[config.mk]
export PLATFORM = sky130hd
export DESIGN_NAME = pio_sm_top
export DESIGN_NICKNAME = d
export VERILOG_FILES = /design/src/logic/pio_isa_pkg.sv /design/src/logic/pio_cfg_pkg.sv /design/src/logic/pio_clock_divider.sv /design/src/logic/pio_fetch.sv /design/src/logic/pio_decode.sv /design/src/logic/pio_execute.sv /design/src/logic/pio_pin_unit.sv /design/src/logic/pio_sm_top.sv
export SDC_FILE = /design/constraint.sdc
export NUM_CORES = 2
export LEC_CHECK = 0
export ABC_AREA = 1
export BUFFER_PORTS_ARGS = -buffer_cell sky130_fd_sc_hd__clkbuf_2
export CAP_MARGIN = 20
export CELL_PAD_IN_SITES_DETAIL_PLACEMENT = 1
export CELL_PAD_IN_SITES_GLOBAL_PLACEMENT = 2
export CORE_ASPECT_RATIO = 1.75
export CORE_MARGIN = 1
export CORE_UTILIZATION = 37
export CTS_CLUSTER_DIAMETER = 100
export CTS_CLUSTER_SIZE = 12
export DETAILED_ROUTE_END_ITERATION = 6
export HOLD_SLACK_MARGIN = 0.02
export PLACE_DENSITY_LB_ADDON = 0.1
export SLEW_MARGIN = 20
export SYNTH_ARGS = -nofsm -noshare
export SYNTH_HDL_FRONTEND = slang
export SYNTH_SLANG_ARGS = --single-unit
[constraint.sdc]
create_clock -name clk -period 5 [get_ports clk]
set_input_delay 1 -clock clk [delete_from_list [all_inputs] [get_ports clk]]
set_output_delay 1 -clock clk [all_outputs]
set_load 0.05 [all_outputs]
[src/logic/pio_isa_pkg.sv]
package pio_isa_pkg;

  localparam int INSTR_W = 16;
  localparam int DELAY_W = 5;
  localparam int OP1_W   = 3;
  localparam int OP2_W   = 5;

  // Bit positions inside the instruction word
  localparam int OPCODE_LSB = 13;
  localparam int DS_LSB     = 8;
  localparam int OP1_LSB    = 5;
  localparam int OP2_LSB    = 0;

  typedef enum logic [2:0] {
    JMP       = 3'd0,
    WAIT      = 3'd1,
    IN        = 3'd2,
    OUT       = 3'd3,
    PUSH_PULL = 3'd4,
    MOV       = 3'd5,
    IRQ       = 3'd6,
    SET       = 3'd7
  } opcode_e;

  typedef enum logic [2:0] {
    COND_ALWAYS = 3'd0,
    COND_X_ZERO = 3'd1,
    COND_X_DEC  = 3'd2, // X nonzero, then X--
    COND_Y_ZERO = 3'd3,
    COND_Y_DEC  = 3'd4,
    COND_X_NE_Y = 3'd5,
    COND_PIN    = 3'd6,
    COND_OSR_NZ = 3'd7
  } jmp_cond_e;

  typedef enum logic [1:0] {
    MOV_NONE    = 2'd0,
    MOV_INVERT  = 2'd1,
    MOV_REVERSE = 2'd2
  } mov_op_e;

  // Destination and source selectors in op1/op2
  localparam logic [2:0] SET_PINS    = 3'd0;
  localparam logic [2:0] SET_X       = 3'd1;
  localparam logic [2:0] SET_Y       = 3'd2;
  localparam logic [2:0] SET_PINDIRS = 3'd4;
  localparam logic [2:0] OUT_X       = 3'd1;
  localparam logic [2:0] MOV_X       = 3'd1;
  localparam logic [2:0] MOV_Y       = 3'd2;
  localparam logic [2:0] MOV_PC      = 3'd5;
  localparam logic [1:0] WAIT_GPIO   = 2'd0;

  typedef struct packed {
    opcode_e            opcode;
    logic [OP1_W-1:0]   op1;
    logic [OP2_W-1:0]   op2;
    logic [DELAY_W-1:0] delay;
    logic [DELAY_W-1:0] side_set;
    logic               side_valid;
  } decoded_t;

endpackage

[src/logic/pio_cfg_pkg.sv]
package pio_cfg_pkg;

  localparam int PIN_W      = 32;
  localparam int PIN_IDX_W  = $clog2(PIN_W);
  localparam int PC_W       = 5;
  localparam int PROG_DEPTH = 32;
  localparam int DIV_W      = 16;

  typedef struct packed {
    logic [PC_W-1:0]      wrap_bottom;
    logic [PC_W-1:0]      wrap_top;
    logic [PIN_IDX_W-1:0] set_base;
    logic [2:0]           set_count;
    logic [PIN_IDX_W-1:0] side_base;
    logic [2:0]           side_bits;
    logic                 osr_shift_right;
    logic [PIN_IDX_W-1:0] jmp_pin_index;
    logic [DIV_W-1:0]     clk_div;
  } pio_cfg_t;

  // Pin writes requested by the current instruction
  typedef struct packed {
    logic       set_pins;
    logic       set_dirs;
    logic [4:0] set_value;
    logic       side_valid;
    logic [4:0] side_value;
  } pin_req_t;

endpackage

[src/logic/pio_clock_divider.sv]
`timescale 1ns/100ps

module pio_clock_divider (
  input  logic                          clk,
  input  logic                          rst_n,
  input  logic                          en,
  input  logic [pio_cfg_pkg::DIV_W-1:0] clk_div,
  output logic                          tick
);
  import pio_cfg_pkg::*;

  logic [DIV_W-1:0] cnt;

  // Zero count gives a tick on the first enabled clock
  assign tick = en && ((clk_div <= 1) || (cnt <= 1));

  always_ff @(posedge clk) begin
    if (!rst_n) begin
      cnt <= '0;
    end else if (!en) begin
      cnt <= '0;
    end else if (tick) begin
      cnt <= clk_div; // Reload
    end else begin
      cnt <= cnt - 1'b1;
    end
  end

  tick_spacing_a: assert property (
    @(posedge clk) disable iff (!rst_n)
    (tick && (clk_div > 1)) |=> !tick
  );

endmodule

[src/logic/pio_fetch.sv]
`timescale 1ns/100ps

module pio_fetch (
  input  logic                              clk,
  input  logic                              rst_n,
  input  logic                              active,
  input  pio_cfg_pkg::pio_cfg_t             cfg,
  input  logic                              imem_we,
  input  logic [pio_cfg_pkg::PC_W-1:0]      imem_addr,
  input  logic [pio_isa_pkg::INSTR_W-1:0]   imem_data,
  input  pio_isa_pkg::decoded_t             dec,
  input  logic                              jump,
  input  logic                              stall,
  input  logic [pio_cfg_pkg::PC_W-1:0]      jump_target,
  output logic [pio_isa_pkg::INSTR_W-1:0]   instr,
  output logic [pio_cfg_pkg::PC_W-1:0]      pc,
  output logic                              first_tick
);
  import pio_isa_pkg::*;
  import pio_cfg_pkg::*;

  logic [INSTR_W-1:0] imem [PROG_DEPTH];
  logic [DELAY_W-1:0] delay_cnt;
  logic [PC_W-1:0]    pc_after; // Next PC parked during delay
  logic [PC_W-1:0]    next_pc;

  always_ff @(posedge clk) begin
    if (imem_we) begin
      imem[imem_addr] <= imem_data;
    end
  end

  assign instr      = imem[pc];
  assign first_tick = (delay_cnt == '0);

  always_comb begin
    if (jump) begin
      next_pc = jump_target;
    end else if (pc == cfg.wrap_top) begin
      next_pc = cfg.wrap_bottom;
    end else begin
      next_pc = pc + 1'b1;
    end
  end

  always_ff @(posedge clk) begin
    if (!rst_n) begin
      pc        <= cfg.wrap_bottom;
      pc_after  <= cfg.wrap_bottom;
      delay_cnt <= '0;
    end else if (active) begin
      if (delay_cnt != '0) begin
        delay_cnt <= delay_cnt - 1'b1;
        if (delay_cnt == 1) begin
          pc <= pc_after; // Last delay tick
        end
      end else if (!stall) begin
        if (dec.delay != '0) begin
          delay_cnt <= dec.delay;
          pc_after  <= next_pc;
        end else begin
          pc <= next_pc;
        end
      end
    end
  end

  // Jumps and MOV PC are expected to land inside the wrap window
  pc_in_wrap_a: assert property (
    @(posedge clk) disable iff (!rst_n)
    ($past(active) && (cfg.wrap_bottom <= cfg.wrap_top))
      |-> ((pc >= cfg.wrap_bottom) && (pc <= cfg.wrap_top))
  );

endmodule

[src/logic/pio_decode.sv]
`timescale 1ns/100ps

module pio_decode (
  input  logic [pio_isa_pkg::INSTR_W-1:0] instr,
  input  logic [2:0]                      side_bits,
  output pio_isa_pkg::decoded_t           dec
);
  import pio_isa_pkg::*;

  logic [DELAY_W-1:0] ds_field;
  logic [2:0]         sb;
  logic [2:0]         delay_w;
  logic [DELAY_W-1:0] delay_mask;

  assign ds_field = instr[DS_LSB +: DELAY_W];

  // More than five side-set bits cannot fit the field
  assign sb = (side_bits > 3'(DELAY_W)) ? 3'(DELAY_W) : side_bits;

  assign delay_w    = 3'(DELAY_W) - sb;
  assign delay_mask = {DELAY_W{1'b1}} >> sb;

  always_comb begin
    dec.opcode     = opcode_e'(instr[OPCODE_LSB +: 3]);
    dec.op1        = instr[OP1_LSB +: OP1_W];
    dec.op2        = instr[OP2_LSB +: OP2_W];
    dec.delay      = ds_field & delay_mask;
    dec.side_set   = ds_field >> delay_w; // Upper bits, LSB aligned
    dec.side_valid = (sb != '0);
  end

endmodule

[src/logic/pio_execute.sv]
`timescale 1ns/100ps

module pio_execute (
  input  logic                           clk,
  input  logic                           rst_n,
  input  logic                           active,
  input  pio_cfg_pkg::pio_cfg_t          cfg,
  input  pio_isa_pkg::decoded_t          dec,
  input  logic                           first_tick,
  input  logic [pio_cfg_pkg::PIN_W-1:0]  gpio_in,
  input  logic [pio_cfg_pkg::PIN_W-1:0]  tx_data,
  input  logic                           tx_empty,
  output logic                           jump,
  output logic                           stall,
  output logic [pio_cfg_pkg::PC_W-1:0]   jump_target,
  output pio_cfg_pkg::pin_req_t          pin_req,
  output logic                           pull
);
  import pio_isa_pkg::*;
  import pio_cfg_pkg::*;

  logic [PIN_W-1:0] x;
  logic [PIN_W-1:0] y;
  logic [PIN_W-1:0] osr;
  logic [PIN_W-1:0] x_nxt;
  logic [PIN_W-1:0] y_nxt;
  logic [PIN_W-1:0] osr_nxt;
  logic [PIN_W-1:0] mov_src;
  logic [PIN_W-1:0] mov_val;
  logic [5:0]       out_cnt;
  logic             pull_req;
  logic             set_pins;
  logic             set_dirs;

  function automatic logic [PIN_W-1:0] mov_apply(input logic [PIN_W-1:0] value,
                                                 input mov_op_e op);
    case (op)
      MOV_INVERT:  return ~value;
      MOV_REVERSE: return {<<{value}};
      default:     return value;
    endcase
  endfunction

  assign out_cnt = (dec.op2 == '0) ? 6'd32 : {1'b0, dec.op2}; // Zero means 32
  assign mov_src = (dec.op2[2:0] == MOV_X) ? x : (dec.op2[2:0] == MOV_Y) ? y : '0;
  assign mov_val = mov_apply(mov_src, mov_op_e'(dec.op2[4:3]));

  always_comb begin
    jump        = 1'b0;
    jump_target = dec.op2;
    stall       = 1'b0;
    x_nxt       = x;
    y_nxt       = y;
    osr_nxt     = osr;
    pull_req    = 1'b0;
    set_pins    = 1'b0;
    set_dirs    = 1'b0;
    case (dec.opcode)
      JMP: begin
        case (jmp_cond_e'(dec.op1))
          COND_ALWAYS: jump = 1'b1;
          COND_X_ZERO: jump = (x == '0);
          COND_X_DEC: begin
            jump  = (x != '0);
            x_nxt = x - 1'b1;
          end
          COND_Y_ZERO: jump = (y == '0);
          COND_Y_DEC: begin
            jump  = (y != '0);
            y_nxt = y - 1'b1;
          end
          COND_X_NE_Y: jump = (x != y);
          COND_PIN:    jump = gpio_in[cfg.jmp_pin_index];
          default:     jump = (osr != '0);
        endcase
      end
      WAIT: begin
        if (dec.op1[1:0] == WAIT_GPIO) begin
          stall = (gpio_in[dec.op2] != dec.op1[2]); // op1[2] is polarity
        end
      end
      PUSH_PULL: begin
        if (dec.op1[2]) begin
          if (!tx_empty) begin
            pull_req = 1'b1;
            osr_nxt  = tx_data;
          end else if (dec.op1[0]) begin
            stall = 1'b1; // Blocking
          end else begin
            osr_nxt = x;
          end
        end
      end
      OUT: begin
        if (dec.op1 == OUT_X) begin
          if (cfg.osr_shift_right) begin
            x_nxt   = (osr << (6'd32 - out_cnt)) >> (6'd32 - out_cnt);
            osr_nxt = osr >> out_cnt;
          end else begin
            x_nxt   = osr >> (6'd32 - out_cnt);
            osr_nxt = osr << out_cnt;
          end
        end
      end
      MOV: begin
        case (dec.op1)
          MOV_X: x_nxt = mov_val;
          MOV_Y: y_nxt = mov_val;
          MOV_PC: begin
            jump        = 1'b1;
            jump_target = mov_val[PC_W-1:0];
          end
          default: ;
        endcase
      end
      SET: begin
        case (dec.op1)
          SET_PINS:    set_pins = 1'b1;
          SET_X:       x_nxt = {{(PIN_W-OP2_W){1'b0}}, dec.op2};
          SET_Y:       y_nxt = {{(PIN_W-OP2_W){1'b0}}, dec.op2};
          SET_PINDIRS: set_dirs = 1'b1;
          default: ;
        endcase
      end
      default: ; // IN, IRQ and the PUSH half
    endcase
  end

  always_ff @(posedge clk) begin
    if (!rst_n) begin
      x   <= '0;
      y   <= '0;
      osr <= '0;
    end else if (active && first_tick) begin
      x   <= x_nxt;
      y   <= y_nxt;
      osr <= osr_nxt;
    end
  end

  assign pull = active && first_tick && pull_req;

  always_comb begin
    pin_req.set_pins   = set_pins && first_tick;
    pin_req.set_dirs   = set_dirs && first_tick;
    pin_req.set_value  = dec.op2;
    pin_req.side_valid = dec.side_valid && first_tick;
    pin_req.side_value = dec.side_set;
  end

  // A pop needs a word waiting in the FIFO
  pull_not_empty_a: assert property (
    @(posedge clk) disable iff (!rst_n)
    pull |-> !tx_empty
  );

endmodule

[src/logic/pio_pin_unit.sv]
`timescale 1ns/100ps

module pio_pin_unit (
  input  logic                          clk,
  input  logic                          rst_n,
  input  logic                          active,
  input  pio_cfg_pkg::pio_cfg_t         cfg,
  input  pio_cfg_pkg::pin_req_t         pin_req,
  output logic [pio_cfg_pkg::PIN_W-1:0] pins,
  output logic [pio_cfg_pkg::PIN_W-1:0] pin_dirs
);
  import pio_cfg_pkg::*;

  logic [PIN_W-1:0] side_mask;
  logic [PIN_W-1:0] side_val;
  logic [PIN_W-1:0] set_mask;
  logic [PIN_W-1:0] set_val;
  logic [PIN_W-1:0] pins_nxt;
  logic [PIN_W-1:0] dirs_nxt;

  function automatic logic [PIN_W-1:0] rotl(input logic [PIN_W-1:0] value,
                                            input logic [PIN_IDX_W-1:0] base);
    return (value << base) | (value >> (PIN_W - base));
  endfunction

  function automatic logic [PIN_W-1:0] low_mask(input logic [2:0] count);
    return ((32'd1 << count) - 1) & 32'h1f; // At most five pins
  endfunction

  assign side_mask = rotl(low_mask(cfg.side_bits), cfg.side_base);
  assign side_val  = rotl({27'b0, pin_req.side_value}, cfg.side_base) & side_mask;
  assign set_mask  = rotl(low_mask(cfg.set_count), cfg.set_base);
  assign set_val   = rotl({27'b0, pin_req.set_value}, cfg.set_base) & set_mask;

  always_comb begin
    pins_nxt = pins;
    dirs_nxt = pin_dirs;
    if (pin_req.side_valid) begin
      pins_nxt = (pins_nxt & ~side_mask) | side_val;
    end
    if (pin_req.set_pins) begin
      pins_nxt = (pins_nxt & ~set_mask) | set_val; // SET wins over side-set
    end
    if (pin_req.set_dirs) begin
      dirs_nxt = (dirs_nxt & ~set_mask) | set_val;
    end
  end

  always_ff @(posedge clk) begin
    if (!rst_n) begin
      pins     <= '0;
      pin_dirs <= '0;
    end else if (active) begin
      pins     <= pins_nxt;
      pin_dirs <= dirs_nxt;
    end
  end

endmodule

[src/logic/pio_sm_top.sv]
`timescale 1ns/100ps

module pio_sm_top (
  input  logic                            clk,
  input  logic                            rst_n,
  input  logic                            en,
  input  pio_cfg_pkg::pio_cfg_t           cfg,
  input  logic                            imem_we,
  input  logic [pio_cfg_pkg::PC_W-1:0]    imem_addr,
  input  logic [pio_isa_pkg::INSTR_W-1:0] imem_data,
  input  logic [pio_cfg_pkg::PIN_W-1:0]   gpio_in,
  input  logic [pio_cfg_pkg::PIN_W-1:0]   tx_data,
  input  logic                            tx_empty,
  output logic [pio_cfg_pkg::PC_W-1:0]    pc,
  output logic                            pull,
  output logic [pio_cfg_pkg::PIN_W-1:0]   pins,
  output logic [pio_cfg_pkg::PIN_W-1:0]   pin_dirs
);
  import pio_isa_pkg::*;
  import pio_cfg_pkg::*;

  logic               tick;
  logic               active;
  logic [INSTR_W-1:0] instr;
  decoded_t           dec;
  logic               jump;
  logic               stall;
  logic [PC_W-1:0]    jump_target;
  logic               first_tick;
  pin_req_t           pin_req;

  assign active = en & tick;

  pio_clock_divider u_divider (
    .clk(clk), .rst_n(rst_n), .en(en), .clk_div(cfg.clk_div), .tick(tick)
  );

  pio_fetch u_fetch (
    .clk(clk), .rst_n(rst_n), .active(active), .cfg(cfg),
    .imem_we(imem_we), .imem_addr(imem_addr), .imem_data(imem_data),
    .dec(dec), .jump(jump), .stall(stall), .jump_target(jump_target),
    .instr(instr), .pc(pc), .first_tick(first_tick)
  );

  pio_decode u_decode (
    .instr(instr), .side_bits(cfg.side_bits), .dec(dec)
  );

  pio_execute u_execute (
    .clk(clk), .rst_n(rst_n), .active(active), .cfg(cfg), .dec(dec),
    .first_tick(first_tick), .gpio_in(gpio_in), .tx_data(tx_data),
    .tx_empty(tx_empty), .jump(jump), .stall(stall),
    .jump_target(jump_target), .pin_req(pin_req), .pull(pull)
  );

  pio_pin_unit u_pin_unit (
    .clk(clk), .rst_n(rst_n), .active(active), .cfg(cfg),
    .pin_req(pin_req), .pins(pins), .pin_dirs(pin_dirs)
  );

endmodule

==> flow_metrics.tcl <==
set metrics [dict create \
    synth.avg_cell_area_sq_um 7.70 \
    fin_nets 5729 \
    cts_tree "built" \
    synth_most_common_cell "nand2_1" \
    ys_seq_area_share_pct 45.8 \
    synth_commonest_cells "nand2_1, nand3_1, o21ai_0, nor2_1, edfxtp_1" \
    slew_headroom_pct 26.4 \
    cts_root_buf "clkbuf_16" \
    grt-ovfl-total 0 \
    status "finished, final reports clean" \
    yosysTopAreaCell "edfxtp_1" \
    drv_slew 0 \
    port_buffers 207 \
    start_kind "flip-flop" \
    netlist_instances 5502 \
    synth_area_leaders "edfxtp_1, nand2_1, dfxtp_1" \
    htreeDepth 3 \
    yosys_most_used_dff "edfxtp_1" \
    core_sq_um 113000 \
    hold_depth 2 \
    async_flop_share_pct 0 \
    clock_path_buffers 3 \
    worst-r2r-cell-count 27 \
    vias_per_cell 5.85 \
    clk_transition_reported_paths_ns 0.06 \
    final.min_clock_period_ns 4.86 \
    max_freq_mhz 206 \
    post-route-period-util_pct 97.2 \
    syn_nets 5654 \
    synth_edf_count 522 \
    arrival_ns 3.86 \
    gr-usage-all-layers_pct 32.1 \
    whs_ns 0.478 \
    worst_path_largest_cell_delay_ns 0.40 \
    synth_area_sq_um 42400 \
    start_util_pct 37.4 \
    yosysWarnings 0 \
    synth.distinct_cells 68 \
    insertion_delay_ns 0.69 \
    dr.pass1.iters 6 \
    clock_sinks 708 \
    cap_violations 0 \
    critical_path_class "flip-flop to output pin" \
    rows 163 \
    worstMarginPinSlew_ns 1.09 \
    cts_buffers 70 \
    drt_wl_total_um 192000 \
    dpl.hpwl_um 139000 \
    ys_ff_latch 708 \
    grt_pass1_vias 42301 \
    crit_required_ns 4.00 \
    area_growth_pct 11.1 \
    die-height_um 450 \
    vias 41484 \
    route.detailed.drc 0 \
    fp.dieW_um 258 \
    antenna_found_initial 2 \
    hold_viol_final 0 \
    setup_viol 0 \
    final.setup.tns_ns 0 \
    drt_iter0_markers 2901 \
    ios 208 \
    gp_congestion 0.994 \
    cp-end-kind "output pin" \
    ant_nets 0 \
    post-cts-setup-buffers 0 \
    avgRoutedWirePerCell_um 27.0 \
    grt_pass1_wl_um 276000 \
    cp_max_fo 116 \
    synth.top_cell.area_share_pct 37.0 \
    hold_class "flip-flop to flip-flop" \
    rsz0062_at_grt "no" \
    cpMaxStageDelayCell "dfxtp_4" \
    grt_max_degree 145 \
    die_area_sq_um 116000 \
    clock_skew_ns 0.0495 \
    layout-drive-gt1-share_pct 9.79 \
    crit_chain "buf_16 -> buf_16 -> o21ai_0 -> o22ai_1 -> nor2_1 -> o31ai_1 -> inv_1 -> o21ai_2 -> nor2_1 -> nand3_1 -> nor3_1 -> buf_4 -> buf_12" \
]
-- critical path, delay by kind of cell, from the launching register on --
| family | cells | cell delay (ns) |
|---|---|---|
| simple gates | 4 | 0.44 |
| buf+inv | 5 | 1.10 |
| compound gates | 4 | 1.02 |
| flops | 1 | 0.40 |
-- layout by cell type (no fill, tap or decap), types with 94 or more instances in the layout --
master and n:
nand2_1 1281, nand3_1 650, o21ai_0 561, edfxtp_1 522
nor2_1 521, inv_1 383, clkbuf_2 205, a21oi_1 199
dfxtp_1 183, buf_4 140, o221ai_1 105, a31oi_1 103
o211ai_1 94
-- final timing paths --
check	slack, ns	startpoint	to
worst max-delay path	0.14	flip-flop	pull
worst min-delay path	0.48	u_pin_unit.pins[29]	u_pin_unit.pins[29]
worst max register to register	0.20	flip-flop	u_execute.x[17]
worst min register to register	0.48	u_pin_unit.pins[29]	u_pin_unit.pins[29]
-- area by class of cell --
| class | instances | area [sq um] |
|---|---|---|
| diodes | 2 | 5.00 |
| clock buffers | 89 | 1820 |
| clock inverters | 12 | 245 |
| fillers | 13930 | 66100 |
| inverters | 412 | 1560 |
| multi-input cells | 4027 | 19800 |
| flip-flops and latches | 708 | 19400 |
| well taps | 1485 | 1860 |
| repair buffers | 358 | 2350 |
-- sequential cells by signal, summed over array words and instances (netlist names), named ones only --
register           count
u_fetch.imem         512
u_execute.osr         32
u_execute.x           32
u_execute.y           32
u_pin_unit.pins       32
u_divider.cnt         16
u_fetch.delay_cnt      5
u_fetch.pc             5
u_fetch.pc_after       5
-- routing by layer --
layer | global-route usage (%) | share of wire [%] | up-vias
met1 | 34.9 | 37 | 20631
li1 | - | - | 19314
met3 | 2.88 | 3.3 | 422
met2 | 59.5 | 53 | 1117
met4 | 19.7 | 6.7 | 0
met5 | 0 | 0 | -
-- logic make-up (layout without fill, tap and decap cells) --
family	count (synthesis)	count (layout)	synth area share, %
AO/OA/AOI/OAI	1296	1297	18.1
multiplexers	14	14	0.331
AND/OR/NAND/NOR	2644	2644	26.4
other	0	2	0
XOR/XNOR	57	58	1.27
adder cells (fa/ha/maj)	14	14	0.414
flip-flops	708	708	45.8
buffers and inverters	769	871	7.75
-- stage by stage --
| step | instances | util, % | cell area (sq um) | worst slack (ns) |
|---|---|---|---|---|
| after floorplan | 5502 | - | 42400 | 0.853 |
| after global placement | 6985 | 39.6 | 44900 | 0.311 |
| after detailed placement | 6986 | 39.7 | 44900 | 0.259 |
| after CTS | 7087 | 41.5 | 47000 | 0.0213 |
| after global routing | 7093 | 41.6 | 47100 | 0.00467 |
| final | 7093 | 41.6 | 47100 | 0.142 |
-- timing repair --
item,4_1_cts,5_1_grt
pin swaps,0,0
cloned,0,4
hold buffers,0,0
gates resized for setup,1,5
setup endpoints to repair,1,16
Power is left out: the tool's default activity adds up to more than one toggle a clock period on the data nets, which glitch-free logic cannot reach.
